**config.mk**
```make
export PLATFORM = sky130hd
export DESIGN_NAME = tensor_writeback
export DESIGN_NICKNAME = d
export VERILOG_FILES = /design/src/hdl/tensor_pkg.sv /design/src/hdl/tensor_fifo.sv /design/src/hdl/tensor_writeback.sv
export SDC_FILE = /design/constraint.sdc
export NUM_CORES = 1
export LEC_CHECK = 0
export BUFFER_PORTS_ARGS = -buffer_cell sky130_fd_sc_hd__buf_2
export CAP_MARGIN = 25
export CORE_AREA = 2 2 309 311
export CTS_BUF_LIST = sky130_fd_sc_hd__clkbuf_4 sky130_fd_sc_hd__clkbuf_8
export DETAILED_ROUTE_END_ITERATION = 8
export DIE_AREA = 0 0 311 313
export HOLD_SLACK_MARGIN = 0.08
export SKIP_CTS_REPAIR_TIMING = 1
export SLEW_MARGIN = 30
export SYNTH_ARGS = -nofsm -noshare
export SYNTH_HDL_FRONTEND = slang
export SYNTH_HIERARCHICAL = 1
export SYNTH_SLANG_ARGS = --single-unit
```
**constraint.sdc**
```tcl
create_clock -name clk -period 6.3 [get_ports clk]
set_clock_uncertainty 0.15 [all_clocks]
set_input_delay 0.945 -clock clk [delete_from_list [all_inputs] [get_ports clk]]
set_output_delay 0.945 -clock clk [all_outputs]
set_load 0.02 [all_outputs]
```
**src/hdl/tensor_pkg.sv**
```systemverilog
package tensor_pkg;

    // lanes in one octet, two threadgroups of four
    localparam int num_lanes = 8;
    // default warp count, wid_t is sized for this maximum
    localparam int num_warps = 4;

    typedef logic [31:0] word_t;
    typedef logic [1:0]  wid_t;
    typedef logic [4:0]  rd_t;

    // one word per lane
    typedef word_t [num_lanes-1:0] lanes_t;
    // row-major 4x4, indexed [row][col]
    typedef word_t [3:0][3:0] tile_t;
    // A tile is 4x2 (m by k)
    typedef word_t [3:0][1:0] a_tile_t;
    // B tile is 2x4 (k by n)
    typedef word_t [1:0][3:0] b_tile_t;

    // step code selects the A and B halves of a substep
    // bit 0 picks the A lane group, bit 1 the B lane group
    typedef enum logic [1:0] {
        STEP_LO_LO = 2'd0,
        STEP_HI_LO = 2'd1,
        STEP_LO_HI = 2'd2,
        STEP_HI_HI = 2'd3
    } step_t;

    // D goes back over two beats of 8 lanes each
    typedef enum logic {
        BEAT_EVEN = 1'b0,
        BEAT_ODD  = 1'b1
    } beat_t;

    // one substep from the issue side
    typedef struct packed {
        wid_t   wid;
        rd_t    rd;
        step_t  step;
        logic   last_in_pair;
        lanes_t a;
        lanes_t b;
        lanes_t c;
    } exec_req_t;

    // one writeback beat
    typedef struct packed {
        wid_t   wid;
        rd_t    rd;
        lanes_t data;
    } commit_t;

    // destination info kept per accepted substep
    typedef struct packed {
        wid_t wid;
        rd_t  rd;
    } meta_t;

    // assembled tiles for the dot unit
    typedef struct packed {
        a_tile_t a;
        b_tile_t b;
        tile_t   c;
        wid_t    wid;
    } dot_req_t;

    typedef struct packed {
        tile_t d;
        wid_t  wid;
    } dot_rsp_t;

endpackage

```
**src/hdl/tensor_fifo.sv**
```systemverilog
`timescale 1ns/100ps

module tensor_fifo #(
    parameter int WIDTH = 8,
    parameter int DEPTH = 2
) (
    input  logic             clk,
    input  logic             reset,
    input  logic             push,
    input  logic             pop,
    input  logic [WIDTH-1:0] data_in,
    output logic [WIDTH-1:0] data_out,
    output logic             full,
    output logic             empty
);
    localparam int AW = (DEPTH > 1) ? $clog2(DEPTH) : 1;
    localparam int CW = $clog2(DEPTH + 1);

    logic [WIDTH-1:0] mem [DEPTH];
    logic [AW-1:0]    wr_ptr;
    logic [AW-1:0]    rd_ptr;
    logic [CW-1:0]    count;
    logic             do_push;
    logic             do_pop;

    // push into a full queue and pop from an empty one are dropped
    assign do_push = push && !full;
    assign do_pop  = pop && !empty;
    assign full    = (count == CW'(DEPTH));
    assign empty   = (count == '0);

    always_ff @(posedge clk) begin
        if (reset) begin
            wr_ptr <= '0;
            rd_ptr <= '0;
            count  <= '0;
        end else begin
            // pointers wrap at DEPTH, which need not be a power of two
            if (do_push) begin
                wr_ptr <= (wr_ptr == AW'(DEPTH - 1)) ? '0 : wr_ptr + 1'b1;
            end
            if (do_pop) begin
                rd_ptr <= (rd_ptr == AW'(DEPTH - 1)) ? '0 : rd_ptr + 1'b1;
            end
            if (do_push && !do_pop) begin
                count <= count + 1'b1;
            end else if (do_pop && !do_push) begin
                count <= count - 1'b1;
            end
        end
    end

    always_ff @(posedge clk) begin
        if (do_push) begin
            mem[wr_ptr] <= data_in;
        end
    end

    // head entry, visible the cycle after its push
    assign data_out = mem[rd_ptr];

endmodule

```
**src/hdl/tensor_writeback.sv**
```systemverilog
`timescale 1ns/100ps

module tensor_writeback import tensor_pkg::*; #(
    parameter int NUM_WARPS  = num_warps,
    parameter int META_DEPTH = 6
) (
    input  logic     clk,
    input  logic     reset,
    input  logic     meta_push,
    input  meta_t    meta,
    output logic     meta_full,
    input  logic     rsp_valid,
    input  dot_rsp_t rsp,
    output logic     rsp_pop,
    output logic     commit_valid,
    output commit_t  commit,
    input  logic     commit_ready
);
    logic [NUM_WARPS-1:0] meta_fulls;
    logic [NUM_WARPS-1:0] meta_empties;
    meta_t  meta_heads [NUM_WARPS];
    meta_t  head;
    beat_t  beat_q;
    logic   fire;
    // column of D for lanes 0,1 of each threadgroup, +2 for lanes 2,3
    logic [1:0] col_lo;
    lanes_t lanes;

    // queues are per warp so a warp's two beats always find their own entries
    for (genvar w = 0; w < NUM_WARPS; w++) begin : g_meta
        tensor_fifo #(
            .WIDTH ($bits(meta_t)),
            .DEPTH (META_DEPTH)
        ) i_meta_fifo (
            .clk      (clk),
            .reset    (reset),
            .push     (meta_push && (meta.wid == wid_t'(w))),
            .pop      (fire && (rsp.wid == wid_t'(w))),
            .data_in  (meta),
            .data_out (meta_heads[w]),
            .full     (meta_fulls[w]),
            .empty    (meta_empties[w])
        );
    end

    // any full warp queue stops the issue side
    assign meta_full = |meta_fulls;

    assign head = meta_heads[rsp.wid];

    // metadata is always pushed well ahead of its result
    assign commit_valid = rsp_valid && !meta_empties[rsp.wid];
    assign fire         = commit_valid && commit_ready;

    // D leaves the queue only after the odd beat
    assign rsp_pop = fire && (beat_q == BEAT_ODD);

    always_ff @(posedge clk) begin
        if (reset) begin
            beat_q <= BEAT_EVEN;
        end else if (fire) begin
            beat_q <= (beat_q == BEAT_EVEN) ? BEAT_ODD : BEAT_EVEN;
        end
    end

    assign col_lo = {1'b0, beat_q == BEAT_ODD};

    // jagged 1x2 mapping, threadgroup g owns rows 2g and 2g+1
    always_comb begin
        for (int g = 0; g < num_lanes / 4; g++) begin
            lanes[4*g]   = rsp.d[2*g][col_lo];
            lanes[4*g+1] = rsp.d[2*g+1][col_lo];
            lanes[4*g+2] = rsp.d[2*g][col_lo + 2'd2];
            lanes[4*g+3] = rsp.d[2*g+1][col_lo + 2'd2];
        end
    end

    assign commit.wid  = head.wid;
    assign commit.rd   = head.rd;
    assign commit.data = lanes;

endmodule

```
# After elaboration in Yosys (flattened, before gate mapping)
# Memories as Yosys holds them, arrays and structs flattened. A register that Yosys moved wholly into a read port is not among the register bits.
# Index checks and enable logic that the tools add are counted.
# op_classes
mul,0
eq_ne,18
mux,54
bitwise_logic,1
reduce_logical,55
order_cmp,4
addsub,17
n_shift,0
div_mod_pow,0
# op_table
cell,n
32-bit 2-to-1 mux,12
32-bit binary-select mux with 2-bit select,4
3-bit 2-to-1 mux,24
3-bit by 1-bit adder with 3-bit output (second input constant),12
3-bit equality test (second input constant),12
1-bit logical AND,27
1-bit logical NOT,17
7-bit binary-select mux with 2-bit select,1
7-bit 2-to-1 mux,2
3-bit logical NOT,4
3-bit by 1-bit subtractor with 3-bit output (second input constant),4
1-bit 2-to-1 mux,10
2-bit equality test (second input constant),4
2-bit nonzero test,4
2-bit by 3-bit less-than comparator with 1-bit output (second input constant),2
2-bit by 1-bit equality test with 1-bit output (second input constant),2
2-bit logical NOT,2
4-bit OR reduction,1
3-bit >= comparator (second input constant),1
1-bit by 3-bit less-than comparator with 1-bit output (second input constant),1
2-bit inverter with 3-bit output,1
1-bit by 2-bit adder with 2-bit output (second input constant),1
1-bit binary-select mux with 2-bit select,1
# totals
elab_cells,166
mem_bits_rw,168
mem_count,4
ff_bits,37
rom_bits,0
latch_bits,0
output_inout_bits,266
input_bits,526
# mem_list
memory,depth,width,read_ports,rd_ports_with_merged_regs,write_ports,line_no,text
g_meta[0].i_meta_fifo.mem,6,7,1,1,1,tensor_fifo.sv:19,logic [WIDTH-1:0] mem [DEPTH];
g_meta[1].i_meta_fifo.mem,6,7,1,1,1,tensor_fifo.sv:19,
g_meta[2].i_meta_fifo.mem,6,7,1,1,1,tensor_fifo.sv:19,
g_meta[3].i_meta_fifo.mem,6,7,1,1,1,tensor_fifo.sv:19,

# Logic depth before layout (Yosys ltp)
# Gate-level depths: netlist of run 1.
# depth
ltp_word,11
depth_mapped,11
depth_no_buf,11

# By module
# The synthesis of run 1 kept the hierarchy.
# modules_own_cells
mod,seq_area_each_um2,cells_per_inst,n_inst,area_per_inst_um2
tensor_fifo at g_meta[1].i_meta_fifo ...,1501.4,141,3,2129.5
tensor_writeback,20.0,318,1,3452.1
tensor_fifo at g_meta[0].i_meta_fifo,1501.4,142,1,2143.3

# Worst setup path before layout of run 1
# OpenSTA, ideal clock, no wires.
# synth_timing
path_type,input-to-reg
start,input rsp[0] (netlist bit)
end,register g_meta[2].i_meta_fifo.count[2]
n_path_buf,1
required_time_ns,6.080
setup_slack_ns,3.294
path_stages,10
setup_ns,0.070
t_arrival_ns,2.785
cell_sequence,buf_6 > and3b_1 > and3_2 > o31ai_1 > ha_1 > inv_1 > fa_1 > xor2_1 > or3_1 > a21oi_1
# synth_between
elab_chain_cells,10
word_cells_on_any_way,13
classes_between,eq/ne (1); mux (3); reduce/logical (9)
# synth_lines
item,line_no,text
start: declaration,tensor_writeback.sv:13,"input dot_rsp_t rsp,"
1-bit binary-select mux with 2-bit select,tensor_writeback.sv:52,assign commit_valid = rsp_valid && !meta_empties[rsp.wid];
1-bit 2-to-1 mux (implied by the code),tensor_writeback.sv:52,
1-bit logical NOT,tensor_writeback.sv:52,
1-bit logical AND,tensor_writeback.sv:52,
1-bit logical AND,tensor_writeback.sv:53,assign fire = commit_valid && commit_ready;
1-bit logical AND (*),tensor_writeback.sv:38,".pop (fire && (rsp.wid == wid_t'(w))),"
1-bit logical AND (*),tensor_fifo.sv:28,assign do_pop = pop && !empty;
1-bit logical NOT,tensor_fifo.sv:45,if (do_push && !do_pop) begin
1-bit logical AND,tensor_fifo.sv:45,
3-bit 2-to-1 mux / 2-bit nonzero test (equally long branches),-,
end signal: assignment,tensor_fifo.sv:46,count <= count + 1'b1;
end signal: assignment,tensor_fifo.sv:48,count <= count - 1'b1;
end: declaration,tensor_fifo.sv:22,logic [CW-1:0] count;
# Every way passes the cells marked *; elsewhere a longest branch is shown, timed or not. The select of a mux whose other input is x is not followed.
# A chain may end at the register's enable or synchronous reset.

==> metrics.txt, run 1 <==
# TYPE chip_impl_metric gauge
chip_impl_metric{name="first_pass_iters",unit=""} 5
chip_impl_metric{name="initial_utilization",unit="%"} 12.7
chip_impl_metric{name="place.port_buffers",unit=""} 791
chip_impl_metric{name="synth_top_area_share",unit="%"} 42.1
chip_impl_metric{name="filler_cell_count",unit=""} 10439
chip_impl_metric{name="finalNetCount",unit=""} 2201
chip_impl_metric{name="simple_gate_share_of_the_synthesized_area",unit="%"} 7.40
chip_impl_metric{name="h-tree-depth",unit=""} 2
chip_impl_metric{name="critical_path_peak_fanout",unit=""} 21
chip_impl_metric{name="synth-warning-count",unit=""} 6
chip_impl_metric{name="synthesis.nets",unit=""} 1417
chip_impl_metric{name="synth_edf_count",unit=""} 168
chip_impl_metric{name="worst-slew-pin-transition",unit="ns"} 0.876
chip_impl_metric{name="clock_period_minus_final_worst_setup_slack",unit="ns"} 3.89
chip_impl_metric{name="antenna_left",unit=""} 0
chip_impl_metric{name="synth.lib_cells_used.distinct",unit=""} 42
chip_impl_metric{name="synth-compound-area-share",unit="%"} 5.80
chip_impl_metric{name="die_height",unit="um"} 313
chip_impl_metric{name="period_share",unit="%"} 61.7
chip_impl_info{name="cts_root_buffer",value="sky130_fd_sc_hd__clkbuf_8"} 1
chip_impl_info{name="main_flop_type_after_synthesis",value="sky130_fd_sc_hd__edfxtp_1"} 1
chip_impl_info{name="cts_tree",value="done"} 1
chip_impl_metric{name="synth_xor_area_share",unit="%"} 0.877
chip_impl_info{name="rsz0062_at_grt",value="false"} 1
chip_impl_metric{name="clock_pin_slew_on_the_worst_setup_and_hold_paths",unit="ns"} 0.06
chip_impl_info{name="main_combinational_cell_family_by_area_after_synthesis",value="multiplexers"} 1
chip_impl_metric{name="design.core.area",unit="um2"} 94200
chip_impl_metric{name="postRouteWirelength",unit="um"} 92600
chip_impl_metric{name="synthToLayoutAreaGrowth",unit="%"} 51.7
chip_impl_info{name="status",value="completed"} 1
chip_impl_metric{name="row_count",unit=""} 113
chip_impl_info{name="startpoint_type",value="flop"} 1
chip_impl_metric{name="routabilityCongestion",unit=""} 1.01
chip_impl_metric{name="die_x",unit="um"} 311
chip_impl_metric{name="grt_first_pass_wirelength",unit="um"} 114000
chip_impl_info{name="path_class",value="reg2out"} 1
chip_impl_metric{name="grt_pass1_vias",unit=""} 10885
chip_impl_metric{name="timing.final.max_slew_violations",unit=""} 0
chip_impl_metric{name="power.static_leakage",unit="nW"} 7.43
chip_impl_info{name="synthTopCellsByArea",value="sky130_fd_sc_hd__edfxtp_1 42%, sky130_fd_sc_hd__mux2_2 24%, sky130_fd_sc_hd__dfxtp_1 8.2%"} 1
chip_impl_metric{name="netlist_instances",unit=""} 883
chip_impl_metric{name="cts.sinks",unit=""} 217
chip_impl_metric{name="post-route-drc-count",unit=""} 0
chip_impl_metric{name="drt_wl_cell",unit="um"} 30.8
chip_impl_info{name="worst_hold_path_class",value="reg2reg"} 1
chip_impl_metric{name="boundaryPins",unit=""} 792
chip_impl_metric{name="max_clock_freq",unit="GHz"} 0.257
chip_impl_metric{name="via_per_inst",unit=""} 3.79
chip_impl_metric{name="muxShareOfSynthArea",unit="%"} 31.6
chip_impl_metric{name="async_flop_share",unit="%"} 0
chip_impl_metric{name="synth.avg_cell_area",unit="um2"} 13.6
chip_impl_metric{name="tritoncts.num_buffers",unit=""} 34
chip_impl_metric{name="hold_viol_final",unit=""} 0
chip_impl_metric{name="number_of_buffers_on_the_longest_clock_path",unit=""} 3
chip_impl_metric{name="antenna_found_initial",unit=""} 109
chip_impl_metric{name="setup_total_negative_slack",unit="ns"} 0
chip_impl_metric{name="layoutNonFillerInstCount",unit=""} 3003
chip_impl_metric{name="floorplan.die_area",unit="um2"} 97300
chip_impl_metric{name="max-cap-violations",unit=""} 0
chip_impl_metric{name="power.density_cell_area",unit="nW/um2"} 209
chip_impl_metric{name="dpl.cell_count",unit=""} 2896
chip_impl_metric{name="number_of_storage_elements_in_the_synthesis_netlist",unit=""} 217
chip_impl_info{name="yosysTopAreaCell",value="sky130_fd_sc_hd__edfxtp_1"} 1
chip_impl_metric{name="slew-limit-headroom",unit="%"} 41.5
chip_impl_metric{name="syn_area",unit="um2"} 12000
chip_impl_metric{name="post_route_cells_drive_above_1_share",unit="%"} 67.7
chip_impl_metric{name="vdd_drop_max",unit="mV"} 0.227
chip_impl_metric{name="crit_required",unit="ns"} 5.20
chip_impl_metric{name="grt-ovfl-total",unit=""} 0
chip_impl_metric{name="grtUsageTotal",unit="%"} 18.1
chip_impl_metric{name="worst_skew_pair.late_latency",unit="ns"} 0.52
chip_impl_info{name="endpoint_kind_of_the_worst_setup_timing_path",value="output pin"} 1
chip_impl_metric{name="via_count",unit=""} 11370
chip_impl_metric{name="part_of_the_yosys_area_used_for_sequential_elements",unit="%"} 50.3
chip_impl_metric{name="dp_hpwl",unit="um"} 82800
chip_impl_metric{name="post_synth_fa_ha_maj_area_fraction",unit="%"} 1.09
chip_impl_metric{name="drt_first_iter_violations",unit=""} 940
chip_impl_metric{name="setup-violations-final",unit=""} 0
chip_impl_metric{name="arrival",unit="ns"} 2.79
chip_impl_metric{name="grt_max_degree",unit=""} 125
## critical path, cell delays in order (launching register included)
cell and delay, ns:
sky130_fd_sc_hd__dfxtp_1 0.89, sky130_fd_sc_hd__mux2i_1 0.18, sky130_fd_sc_hd__a221oi_1 0.59, sky130_fd_sc_hd__mux4_1 0.40, sky130_fd_sc_hd__buf_2 0.21
## state kept, by name, summed over array words and instances (netlist names), named ones only
name / cells
g_meta.i_meta_fifo/mem: 168
g_meta.i_meta_fifo/count: 12
g_meta.i_meta_fifo/rd_ptr: 12
g_meta.i_meta_fifo/wr_ptr: 12
beat_q: 1
## Yosys cell counts (2+ instances only)
library cell	n
sky130_fd_sc_hd__nand2b_1	7
sky130_fd_sc_hd__nand3_1	8
sky130_fd_sc_hd__a211oi_1	21
sky130_fd_sc_hd__o311ai_0	4
sky130_fd_sc_hd__xor2_1	12
sky130_fd_sc_hd__a22o_1	7
sky130_fd_sc_hd__or4_4	4
sky130_fd_sc_hd__buf_6	3
sky130_fd_sc_hd__buf_2	27
sky130_fd_sc_hd__o31ai_1	4
sky130_fd_sc_hd__o21ai_0	16
sky130_fd_sc_hd__edfxtp_1	168
sky130_fd_sc_hd__dfxtp_1	49
sky130_fd_sc_hd__a221oi_1	21
sky130_fd_sc_hd__nand3b_1	4
sky130_fd_sc_hd__a21oi_1	27
sky130_fd_sc_hd__buf_4	12
sky130_fd_sc_hd__and3_2	2
sky130_fd_sc_hd__nor2_1	24
sky130_fd_sc_hd__mux2_2	257
sky130_fd_sc_hd__inv_2	4
sky130_fd_sc_hd__and3_1	2
sky130_fd_sc_hd__nor3b_1	9
sky130_fd_sc_hd__and2_2	4
sky130_fd_sc_hd__ha_1	4
sky130_fd_sc_hd__or3_1	8
sky130_fd_sc_hd__or3b_1	4
sky130_fd_sc_hd__inv_1	12
sky130_fd_sc_hd__and3b_1	2
sky130_fd_sc_hd__nand4_1	4
sky130_fd_sc_hd__mux4_1	7
sky130_fd_sc_hd__nand3b_4	4
sky130_fd_sc_hd__nor3_1	12
sky130_fd_sc_hd__mux2i_1	69
sky130_fd_sc_hd__fa_1	4
sky130_fd_sc_hd__clkbuf_1	10
sky130_fd_sc_hd__nand2_1	15
sky130_fd_sc_hd__nor2b_1	28
## layout by cell type, fill, tap and decap left out, types with 15 or more instances in the layout
master | Yosys | final
sky130_fd_sc_hd__buf_2 | 27 | 791
sky130_fd_sc_hd__mux2_2 | 257 | 257
sky130_fd_sc_hd__edfxtp_1 | 168 | 168
sky130_fd_sc_hd__mux2i_1 | 69 | 69
sky130_fd_sc_hd__dfxtp_1 | 49 | 48
sky130_fd_sc_hd__diode_2 | 0 | 46
sky130_fd_sc_hd__clkbuf_8 | 0 | 37
sky130_fd_sc_hd__nor2b_1 | 28 | 28
sky130_fd_sc_hd__a21oi_1 | 27 | 27
sky130_fd_sc_hd__nor2_1 | 24 | 24
sky130_fd_sc_hd__a211oi_1 | 21 | 21
sky130_fd_sc_hd__a221oi_1 | 21 | 21
sky130_fd_sc_hd__o21ai_0 | 16 | 16
sky130_fd_sc_hd__nand2_1 | 15 | 15
## metrics by stage
step                util, %  worst slack [ns]  total power, mW  instance area, um2  hold slack [ns]
floorplan                 -              3.29             2.06               12000            0.304
global placement       18.4              2.68             2.64               17300            0.325
detailed placement     18.4              2.72             2.64               17400            0.330
CTS                    19.2              2.38             3.83               18100            0.332
global route           19.2              2.30             3.93               18100            0.365
finish                 19.3              2.41             3.80               18200            0.328
## report_power, final
| part | switching (mW) | total [mW] | leakage (nW) | internal [mW] |
|---|---|---|---|---|
| clock network | 0.534 | 1.20 | 0.362 | 0.661 |
| registers | 0.0227 | 1.58 | 1.91 | 1.56 |
| logic | 0.642 | 1.02 | 5.15 | 0.381 |
| total | 1.20 | 3.80 | 7.43 | 2.60 |
## path summary, 6_finish.rpt
check | endpoint | depth (start not counted) | slack [ns] | startpoint
hold / removal | flop | 2 | 0.33 | g_meta[0].i_meta_fifo/rd_ptr[1]$_SDFFE_PP0P_
setup reg to reg | g_meta[3].i_meta_fifo/count[2]$_SDFFE_PP0P_ | 10 | 3.36 | g_meta[1].i_meta_fifo/count[1]$_SDFFE_PP0P_
hold reg to reg | flop | 2 | 0.33 | g_meta[0].i_meta_fifo/rd_ptr[1]$_SDFFE_PP0P_
setup / recovery | commit[257] | 4 | 2.41 | flop
## kinds of logic after synthesis
family	after synthesis
buf+inv	68
simple gates	143
compound gates	101
flops	217
xor+xnor	12
fa+ha+maj	8
mux	334
## layout make-up
type | count | area [um2] | share of cell area [%]
Clock buffer | 50 | 607 | 3.34
Inverter | 16 | 60.1 | 0.330
Tap cell | 1265 | 1580 | 8.71
Clock inverter | 11 | 80.1 | 0.441
Multi-Input combinational cell | 598 | 5650 | 31.1
Sequential cell | 217 | 6030 | 33.2
Timing Repair Buffer | 800 | 4050 | 22.3
Antenna cell | 46 | 115 | 0.633
## routing by layer
layer,share of wire [%],routed length (um),vias to the layer above,track usage (%)
met5,0.33,306,-,0
met2,40,37200,695,26.0
met1,38,35100,5408,21.8
met4,4.1,3780,46,5.65
met3,17,16200,168,12.1
li1,-,-,5053,-
(Power assumes the default switching activity.)
==> run 2: changes to the inputs <==
--- a/config.mk
+++ b/config.mk
@@ -5,12 +5,13 @@
 export SDC_FILE = /design/constraint.sdc
 export NUM_CORES = 1
 export LEC_CHECK = 0
+export ABC_AREA = 1
 export BUFFER_PORTS_ARGS = -buffer_cell sky130_fd_sc_hd__buf_2
 export CAP_MARGIN = 25
-export CORE_AREA = 2 2 309 311
+export CORE_AREA = 2 2 307 309
 export CTS_BUF_LIST = sky130_fd_sc_hd__clkbuf_4 sky130_fd_sc_hd__clkbuf_8
 export DETAILED_ROUTE_END_ITERATION = 8
-export DIE_AREA = 0 0 311 313
+export DIE_AREA = 0 0 309 311
 export HOLD_SLACK_MARGIN = 0.08
 export SKIP_CTS_REPAIR_TIMING = 1
 export SLEW_MARGIN = 30
==> constraint.sdc (replaced) <==
create_clock -name clk -period 3.9 [get_ports clk]
set_clock_uncertainty 0.15 [all_clocks]
set_input_delay 0.585 -clock clk [delete_from_list [all_inputs] [get_ports clk]]
set_output_delay 0.585 -clock clk [all_outputs]
set_load 0.02 [all_outputs]
==> run 2 against run 1 <==
Compared with the run above: synthesized cell count grew 94%; critical path depth grew 1; global-route usage grew 2.8 points; first-iteration DRC count grew 57%; largest cell class unchanged.
==> metrics.txt, run 2 <==
# TYPE chip_impl_metric gauge
chip_impl_metric{name="postRouteWirelength",unit="um"} 106000
chip_impl_metric{name="power.density_cell_area",unit="nW/um2"} 357
chip_impl_metric{name="max-cap-violations",unit=""} 0
chip_impl_metric{name="h-tree-depth",unit=""} 2
chip_impl_metric{name="number_of_storage_elements_in_the_synthesis_netlist",unit=""} 217
chip_impl_info{name="critPathSlowestCell",value="sky130_fd_sc_hd__buf_4"} 1
chip_impl_metric{name="worst-slew-pin-transition",unit="ns"} 0.768
chip_impl_info{name="rsz0062_at_grt",value="false"} 1
chip_impl_info{name="worst_setup_path_startpoint",value="beat_q$_SDFFE_PP0P_"} 1
chip_impl_metric{name="synth_xor_area_share",unit="%"} 0
chip_impl_metric{name="via_per_inst",unit=""} 3.95
chip_impl_metric{name="timing.final.max_slew_violations",unit=""} 0
chip_impl_info{name="synthTopCellsByArea",value="sky130_fd_sc_hd__edfxtp_1 41%, sky130_fd_sc_hd__nand2_1 29%, sky130_fd_sc_hd__dfxtp_1 7.9%"} 1
chip_impl_metric{name="dpl.cell_count",unit=""} 3701
chip_impl_metric{name="row_count",unit=""} 112
chip_impl_metric{name="finalNetCount",unit=""} 3019
chip_impl_metric{name="synth_edf_count",unit=""} 168
chip_impl_metric{name="worst_skew_pair.late_latency",unit="ns"} 0.52
chip_impl_metric{name="initial_utilization",unit="%"} 13.4
chip_impl_metric{name="dp_hpwl",unit="um"} 94400
chip_impl_metric{name="number_of_buffers_on_the_longest_clock_path",unit=""} 3
chip_impl_metric{name="timing.reg2reg.worst_path_depth",unit=""} 14
chip_impl_metric{name="crit_required",unit="ns"} 3.16
chip_impl_metric{name="area_occupied_by_multi_input_gates",unit="um2"} 5560
chip_impl_metric{name="boundaryPins",unit=""} 792
chip_impl_info{name="cts_tree",value="done"} 1
chip_impl_info{name="main_combinational_cell_family_by_area_after_synthesis",value="simple AND/OR/NAND/NOR gates"} 1
chip_impl_metric{name="die_x",unit="um"} 309
chip_impl_info{name="startpoint_type",value="flop"} 1
chip_impl_metric{name="synth.avg_cell_area",unit="um2"} 7.26
chip_impl_info{name="synth.cells.most_frequent",value="956 x sky130_fd_sc_hd__nand2_1, 168 x sky130_fd_sc_hd__edfxtp_1, 124 x sky130_fd_sc_hd__nand3_1, 70 x sky130_fd_sc_hd__nor2_1, 69 x sky130_fd_sc_hd__inv_1"} 1
chip_impl_info{name="endpoint_kind_of_the_worst_setup_timing_path",value="output pin"} 1
chip_impl_info{name="cts_root_buffer",value="sky130_fd_sc_hd__clkbuf_8"} 1
chip_impl_metric{name="place.port_buffers",unit=""} 791
chip_impl_metric{name="antenna_left",unit=""} 0
chip_impl_metric{name="syn_area",unit="um2"} 12400
chip_impl_info{name="crit_chain",value="inv_8, buf_4, nand2_1, nand2_1, buf_2"} 1
chip_impl_metric{name="post_route_cells_drive_above_1_share",unit="%"} 37.0
chip_impl_metric{name="hold_viol_final",unit=""} 0
chip_impl_metric{name="muxShareOfSynthArea",unit="%"} 0
chip_impl_metric{name="power.static_leakage",unit="nW"} 9.23
chip_impl_metric{name="period_share",unit="%"} 83.4
chip_impl_metric{name="grt_max_degree",unit=""} 111
chip_impl_metric{name="synthesis.nets",unit=""} 2244
chip_impl_metric{name="clock_pin_slew_on_the_worst_setup_and_hold_paths",unit="ns"} 0.06
chip_impl_metric{name="crit_buf_inv",unit=""} 3
chip_impl_metric{name="drt_wl_cell",unit="um"} 27.9
chip_impl_metric{name="synth.lib_cells_used.distinct",unit=""} 28
chip_impl_info{name="path_class",value="reg2out"} 1
chip_impl_metric{name="first_pass_iters",unit=""} 5
chip_impl_metric{name="setup_total_negative_slack",unit="ns"} 0
chip_impl_info{name="timing.rr.start",value="g_meta[2].i_meta_fifo/count[0]$_SDFFE_PP0P_"} 1
chip_impl_metric{name="arrival",unit="ns"} 2.52
chip_impl_metric{name="floorplan.die_area",unit="um2"} 96100
chip_impl_metric{name="synth-warning-count",unit=""} 6
chip_impl_metric{name="filler_cell_count",unit=""} 10681
chip_impl_info{name="most-common-layout-cells",value="956 x sky130_fd_sc_hd__nand2_1, 791 x sky130_fd_sc_hd__buf_2, 168 x sky130_fd_sc_hd__edfxtp_1"} 1
chip_impl_metric{name="critPathMaxStageDelay",unit="ns"} 0.50
chip_impl_metric{name="simple_gate_share_of_the_synthesized_area",unit="%"} 39.2
chip_impl_metric{name="layout.cell_area.non_filler",unit="um2"} 18600
chip_impl_metric{name="post-route-drc-count",unit=""} 0
chip_impl_metric{name="hold_slack",unit="ns"} 0.354
chip_impl_metric{name="async_flop_share",unit="%"} 0
chip_impl_metric{name="critical_path_peak_fanout",unit=""} 110
chip_impl_metric{name="grt_first_pass_wirelength",unit="um"} 130000
chip_impl_info{name="timing.critical_path.max_delay_family",value="buffers and inverters"} 1
chip_impl_metric{name="report.power.total",unit="mW"} 6.63
chip_impl_info{name="rr_endpoint",value="g_meta[3].i_meta_fifo/count[1]$_SDFFE_PP0P_"} 1
chip_impl_metric{name="clock_period_minus_final_worst_setup_slack",unit="ns"} 3.25
chip_impl_metric{name="grt-ovfl-total",unit=""} 0
chip_impl_metric{name="slew-limit-headroom",unit="%"} 48.8
chip_impl_metric{name="die_height",unit="um"} 311
chip_impl_metric{name="synth_top_area_share",unit="%"} 40.6
chip_impl_metric{name="synthToLayoutAreaGrowth",unit="%"} 49.5
chip_impl_info{name="setup.worst_path.end",value="commit[142]"} 1
chip_impl_metric{name="reg_to_reg_setup_timing_slack",unit="ns"} 1.23
chip_impl_metric{name="netlist_instances",unit=""} 1710
chip_impl_metric{name="post_synth_fa_ha_maj_area_fraction",unit="%"} 1.05
chip_impl_metric{name="design.core.area",unit="um2"} 92800
chip_impl_info{name="yosysTopAreaCell",value="sky130_fd_sc_hd__edfxtp_1"} 1
chip_impl_metric{name="antenna_found_initial",unit=""} 108
chip_impl_metric{name="cts.sinks",unit=""} 217
chip_impl_info{name="worst_hold_path_class",value="reg2reg"} 1
chip_impl_info{name="final_common_cell",value="sky130_fd_sc_hd__nand2_1"} 1
chip_impl_metric{name="drt_first_iter_violations",unit=""} 1480
chip_impl_metric{name="place_area",unit="um2"} 17700
chip_impl_metric{name="setup-violations-final",unit=""} 0
chip_impl_info{name="main_flop_type_after_synthesis",value="sky130_fd_sc_hd__edfxtp_1"} 1
chip_impl_info{name="synthMostInstantiatedCell",value="sky130_fd_sc_hd__nand2_1"} 1
chip_impl_metric{name="cp.depth",unit=""} 5
chip_impl_info{name="timing.critical_path.mode_cell",value="sky130_fd_sc_hd__nand2_1"} 1
chip_impl_info{name="status",value="completed"} 1
chip_impl_metric{name="largest_register_ffs",unit=""} 168
chip_impl_metric{name="routabilityCongestion",unit=""} 0.969
chip_impl_metric{name="tritoncts.num_buffers",unit=""} 36
chip_impl_metric{name="grtUsageTotal",unit="%"} 21.0
chip_impl_metric{name="part_of_the_yosys_area_used_for_sequential_elements",unit="%"} 48.5
chip_impl_metric{name="grt_pass1_vias",unit=""} 13714
chip_impl_info{name="largest-register",value="g_meta.i_meta_fifo/mem"} 1
chip_impl_metric{name="synth-compound-area-share",unit="%"} 4.57
chip_impl_metric{name="layoutNonFillerInstCount",unit=""} 3800
chip_impl_metric{name="sequential_cell_area_in_the_final_layout",unit="um2"} 6030
chip_impl_metric{name="vdd_drop_max",unit="mV"} 0.243
chip_impl_metric{name="max_clock_freq",unit="GHz"} 0.307
chip_impl_metric{name="via_count",unit=""} 14996
[run 2: cell types whose count changed in the layout (fill, tap and decap cells not counted), moves of 22 or more]
cell                      before  now
sky130_fd_sc_hd__buf_4         7   29
sky130_fd_sc_hd__inv_1        12   69
sky130_fd_sc_hd__mux2_2      257    0
sky130_fd_sc_hd__mux2i_1      69    0
sky130_fd_sc_hd__nand2_1      15  956
sky130_fd_sc_hd__nand3_1       8  124
sky130_fd_sc_hd__nor2_1       24   70
sky130_fd_sc_hd__nor2b_1      28    0
sky130_fd_sc_hd__o21ai_0      16   44
sky130_fd_sc_hd__o21ai_1       0   28
[run 2: cell families (layout without fill, tap and decap cells)]
family                     Yosys count  count (layout)
AOI/OAI and AO/OA                  107             107
DFF                                217             217
buffers and inverters              173             975
adders and majority gates            8               8
and+or+nand+nor                   1205            1205
other                                0              34
[run 2: how the worst min path moves through the flow]
stage / endpoint / depth (start not counted) / from
2_1_floorplan: flop / 2 / g_meta[0].i_meta_fifo/rd_ptr[2]$_SDFFE_PP0P_
3_3_place_gp: g_meta[3].i_meta_fifo/wr_ptr[2]$_SDFFE_PP0P_ / 2 / g_meta[3].i_meta_fifo/wr_ptr[2]$_SDFFE_PP0P_
3_5_place_dp: g_meta[3].i_meta_fifo/rd_ptr[2]$_SDFFE_PP0P_ / 2 / g_meta[3].i_meta_fifo/rd_ptr[2]$_SDFFE_PP0P_
4_1_cts: flop / 2 / g_meta[0].i_meta_fifo/rd_ptr[2]$_SDFFE_PP0P_
5_1_grt: g_meta[2].i_meta_fifo/wr_ptr[1]$_SDFFE_PP0P_ / 2 / reset
6_report: flop / 2 / g_meta[0].i_meta_fifo/rd_ptr[2]$_SDFFE_PP0P_
[run 2: cell type report]
type	instances	share of cell area (%)
Sequential cell	217	32.5
Antenna cell	34	0.458
Multi-Input combinational cell	1320	30.0
Clock inverter	18	0.876
Timing Repair Buffer	822	22.7
Tap cell	1254	8.45
Inverter	88	1.85
Clock buffer	47	3.18
[run 2: layer usage]
metal | vias to the layer above | global-route usage (%) | wire length (um)
met2 | 861 | 30.1 | 43000
met1 | 6802 | 24.7 | 41400
met5 | - | 0 | 478
li1 | 7068 | - | -
met3 | 191 | 15.1 | 18300
met4 | 74 | 5.57 | 2710
[run 2: through the flow]
stage / worst slack (ns) / util [%]
3_3_place_gp: 0.792 / 19.1
6_report: 0.646 / 20.0
5_1_grt: 0.511 / 20.0
3_5_place_dp: 0.812 / 19.1
4_1_cts: 0.626 / 19.9
2_1_floorplan: 1.35 / -
[run 2: worst register-to-register path: stages (launching register included)]
cell	delay, ns
sky130_fd_sc_hd__dfxtp_1	0.44
sky130_fd_sc_hd__nor2_2	0.07
sky130_fd_sc_hd__nand2_2	0.09
sky130_fd_sc_hd__inv_1	0.04
sky130_fd_sc_hd__nand3_1	0.07
sky130_fd_sc_hd__nand2_1	0.08
sky130_fd_sc_hd__nor2_2	0.12
sky130_fd_sc_hd__nand3_2	0.13
sky130_fd_sc_hd__nor3_1	0.35
sky130_fd_sc_hd__nand2_4	0.11
sky130_fd_sc_hd__ha_1	0.19
sky130_fd_sc_hd__inv_1	0.10
sky130_fd_sc_hd__fa_1	0.41
sky130_fd_sc_hd__o21ai_0	0.15
sky130_fd_sc_hd__a21oi_1	0.06
[run 2: power breakdown]
part / internal [mW] / leakage, nW / switching [mW]
Combinational: 0.552 / 6.92 / 1.44
Clock: 1.20 / 0.396 / 0.901
Sequential: 2.51 / 1.91 / 0.0243
==> run 3: changes to the inputs <==
--- a/config.mk
+++ b/config.mk
@@ -5,13 +5,13 @@
 export SDC_FILE = /design/constraint.sdc
 export NUM_CORES = 1
 export LEC_CHECK = 0
-export ABC_AREA = 1
+export ABC_AREA = 0
 export BUFFER_PORTS_ARGS = -buffer_cell sky130_fd_sc_hd__buf_2
 export CAP_MARGIN = 25
-export CORE_AREA = 2 2 307 309
+export CORE_AREA = 2 2 311 313
 export CTS_BUF_LIST = sky130_fd_sc_hd__clkbuf_4 sky130_fd_sc_hd__clkbuf_8
 export DETAILED_ROUTE_END_ITERATION = 8
-export DIE_AREA = 0 0 309 311
+export DIE_AREA = 0 0 313 315
 export HOLD_SLACK_MARGIN = 0.08
 export SKIP_CTS_REPAIR_TIMING = 1
 export SLEW_MARGIN = 30
==> constraint.sdc (replaced) <==
create_clock -name clk -period 3.1 [get_ports clk]
set_clock_uncertainty 0.15 [all_clocks]
set_input_delay 0.465 -clock clk [delete_from_list [all_inputs] [get_ports clk]]
set_output_delay 0.465 -clock clk [all_outputs]
set_load 0.02 [all_outputs]
==> run 3 against run 2 <==
Compared with the run above: hold slack got worse by 0.16 ns; global-route usage shrank 1.9 points; combinational power rose by 10%; core utilization shrank 0.70 points; wire length decreased by 6.9%; register-to-register slack lost 0.81 ns; non-clock buffer count increased by 15; first-iteration DRC count fell by 43%; clock power grew 20%; flip-flop and latch count unchanged; critical path depth is 1 higher; critical path type unchanged; critical endpoint is now commit[258].
==> metrics.txt, run 3 (synthesized netlist as in run 1, its figures left out) <==
# TYPE chip_impl_metric gauge
chip_impl_info{name="status",value="completed"} 1
chip_impl_metric{name="setup-violations-final",unit=""} 0
chip_impl_metric{name="largest_register_ffs",unit=""} 168
chip_impl_metric{name="grtUsageTotal",unit="%"} 19.0
chip_impl_metric{name="grt_pass1_vias",unit=""} 10929
chip_impl_metric{name="post_route_cells_drive_above_1_share",unit="%"} 68.7
chip_impl_metric{name="slew-limit-headroom",unit="%"} 43.9
chip_impl_metric{name="row_count",unit=""} 114
chip_impl_metric{name="critical_path_peak_fanout",unit=""} 21
chip_impl_metric{name="switching_power_as_a_share_of_total_power",unit="%"} 31.8
chip_impl_metric{name="max-cap-violations",unit=""} 0
chip_impl_metric{name="dp_hpwl",unit="um"} 88300
chip_impl_metric{name="hold_viol_final",unit=""} 0
chip_impl_metric{name="power_frac_seq",unit="%"} 40.4
chip_impl_metric{name="max_clock_freq",unit="GHz"} 0.330
chip_impl_metric{name="clock_period_minus_final_worst_setup_slack",unit="ns"} 3.03
chip_impl_metric{name="number_of_buffers_on_the_longest_clock_path",unit=""} 3
chip_impl_metric{name="dpl_worst_slack",unit="ns"} 0.254
chip_impl_metric{name="vdd_drop_max",unit="mV"} 0.285
chip_impl_metric{name="postRouteWirelength",unit="um"} 98600
chip_impl_metric{name="cts.sinks",unit=""} 217
chip_impl_metric{name="post-route-drc-count",unit=""} 0
chip_impl_metric{name="grt_first_pass_wirelength",unit="um"} 119000
chip_impl_metric{name="boundaryPins",unit=""} 792
chip_impl_metric{name="layout.cell_area.non_filler",unit="um2"} 18500
chip_impl_metric{name="timing.final.max_slew_violations",unit=""} 0
chip_impl_info{name="most-common-layout-cells",value="791 x sky130_fd_sc_hd__buf_2, 257 x sky130_fd_sc_hd__mux2_2, 168 x sky130_fd_sc_hd__edfxtp_1"} 1
chip_impl_metric{name="antenna_left",unit=""} 0
chip_impl_metric{name="arrival",unit="ns"} 2.41
chip_impl_metric{name="via_count",unit=""} 11668
chip_impl_metric{name="grt_max_degree",unit=""} 84
chip_impl_metric{name="die_x",unit="um"} 313
chip_impl_info{name="startpoint_type",value="flop"} 1
chip_impl_metric{name="first_pass_iters",unit=""} 5
chip_impl_metric{name="drt_first_iter_violations",unit=""} 850
chip_impl_metric{name="floorplan.die_area",unit="um2"} 98600
chip_impl_metric{name="h-tree-depth",unit=""} 2
chip_impl_metric{name="worst-slew-pin-transition",unit="ns"} 0.831
chip_impl_metric{name="combinationalPowerShare",unit="%"} 27.6
chip_impl_metric{name="cellInternalPower",unit="mW"} 5.41
chip_impl_info{name="worst_hold_path_class",value="in2reg"} 1
chip_impl_info{name="cts_root_buffer",value="sky130_fd_sc_hd__clkbuf_8"} 1
chip_impl_metric{name="finalNetCount",unit=""} 2238
chip_impl_metric{name="crit_required",unit="ns"} 2.48
chip_impl_metric{name="die_height",unit="um"} 315
chip_impl_metric{name="via_per_inst",unit=""} 3.86
chip_impl_metric{name="synthToLayoutAreaGrowth",unit="%"} 54.2
chip_impl_metric{name="design.core.area",unit="um2"} 95700
chip_impl_info{name="endpoint_kind_of_the_worst_setup_timing_path",value="output pin"} 1
chip_impl_metric{name="power.density_cell_area",unit="nW/um2"} 429
chip_impl_metric{name="clock_power_share",unit="%"} 32.0
chip_impl_metric{name="period_share",unit="%"} 97.6
chip_impl_metric{name="final_core_utilization",unit="%"} 19.3
chip_impl_metric{name="drt_wl_cell",unit="um"} 32.6
chip_impl_metric{name="worst_skew_pair.late_latency",unit="ns"} 0.51
chip_impl_info{name="rsz0062_at_grt",value="false"} 1
chip_impl_info{name="largest-register",value="g_meta.i_meta_fifo/mem"} 1
chip_impl_metric{name="initial_utilization",unit="%"} 12.5
chip_impl_metric{name="tritoncts.num_buffers",unit=""} 34
chip_impl_metric{name="worst_slack",unit="ns"} 0.0730
chip_impl_metric{name="place_area",unit="um2"} 17700
chip_impl_metric{name="grt-ovfl-total",unit=""} 0
chip_impl_info{name="path_class",value="reg2out"} 1
chip_impl_metric{name="place.port_buffers",unit=""} 791
chip_impl_info{name="final_common_cell",value="sky130_fd_sc_hd__buf_2"} 1
chip_impl_metric{name="filler_cell_count",unit=""} 10572
chip_impl_metric{name="power.static_leakage",unit="nW"} 7.63
chip_impl_metric{name="clock_pin_slew_on_the_worst_setup_and_hold_paths",unit="ns"} 0.06
chip_impl_metric{name="routabilityCongestion",unit=""} 1.02
chip_impl_metric{name="power.switching",unit="mW"} 2.52
chip_impl_metric{name="antenna_found_initial",unit=""} 77
chip_impl_info{name="cts_tree",value="done"} 1
[run 3: cell count changes in the layout (fill, tap and decap cells not counted), moves of 16 or more]
cell,previous run,this run
sky130_fd_sc_hd__nand2_1,956,15
sky130_fd_sc_hd__mux2_2,0,257
sky130_fd_sc_hd__nand3_1,124,8
sky130_fd_sc_hd__mux2i_1,0,66
sky130_fd_sc_hd__inv_1,69,12
sky130_fd_sc_hd__nor2_1,70,21
sky130_fd_sc_hd__nor2b_1,0,28
sky130_fd_sc_hd__o21ai_0,44,16
sky130_fd_sc_hd__o21ai_1,28,0
sky130_fd_sc_hd__a221oi_1,0,20
sky130_fd_sc_hd__a211oi_1,0,19
sky130_fd_sc_hd__nor4_1,16,0
[run 3: metrics by stage]
stage / hold slack [ns] / TNS, ns / power [mW] / cells
after floorplan: 0.304 / 0 / 4.19 / 883
after global placement: 0.348 / 0 / 5.45 / 2944
after detailed placement: 0.357 / 0 / 5.46 / 2944
after CTS: 0.167 / -0.298 / 7.99 / 3006
after global routing: 0.177 / 0 / 8.20 / 3012
final: 0.195 / 0 / 7.92 / 3026
[run 3: final timing paths]
check / slack, ns / end / startpoint / cells past startpoint
hold / removal: 0.20 / g_meta[1].i_meta_fifo/mem[1][5]$_DFFE_PP_ / meta[5] / 1
hold reg to reg: 0.35 / g_meta[1].i_meta_fifo/rd_ptr[1]$_SDFFE_PP0P_ / g_meta[1].i_meta_fifo/rd_ptr[1]$_SDFFE_PP0P_ / 2
setup reg to reg: 0.42 / g_meta[3].i_meta_fifo/count[2]$_SDFFE_PP0P_ / g_meta[1].i_meta_fifo/count[0]$_SDFFE_PP0P_ / 10
setup / recovery: 0.07 / commit[258] / flop / 6
[run 3: area by class of cell]
cell class	count	area [um2]	area share, %
flip-flops and latches	217	6030	32.7
multi-input cells	598	5630	30.5
repair buffers	837	4380	23.7
well taps	1276	1600	8.64
clock buffers	51	621	3.36
clock inverters	11	98.8	0.535
inverters	16	60.1	0.325
diodes	20	50.0	0.271
[run 3: power groups by stage]
stage | clock [mW] | sequential [mW] | combinational (mW)
after floorplan | 0 | 3.25 | 0.944
after global placement | 0 | 3.26 | 2.19
after detailed placement | 0 | 3.26 | 2.19
after CTS | 2.58 | 3.20 | 2.20
after global routing | 2.71 | 3.21 | 2.29
final | 2.53 | 3.20 | 2.19
[run 3: layer usage]
layer | GRT usage (%) | wire length (um) | vias up
met5 | 0 | 243 | -
met4 | 5.05 | 3040 | 40
met3 | 8.70 | 12900 | 159
met2 | 29.9 | 43700 | 711
met1 | 23.5 | 38700 | 5658
li1 | - | - | 5100
[run 3: worst max-delay path, stage by stage (launching register included)]
cell and delay [ns]:
sky130_fd_sc_hd__dfxtp_1 0.35, sky130_fd_sc_hd__buf_12 0.20, sky130_fd_sc_hd__mux2i_1 0.31, sky130_fd_sc_hd__a22o_1 0.18
sky130_fd_sc_hd__a21oi_1 0.05, sky130_fd_sc_hd__mux4_1 0.59, sky130_fd_sc_hd__buf_2 0.20
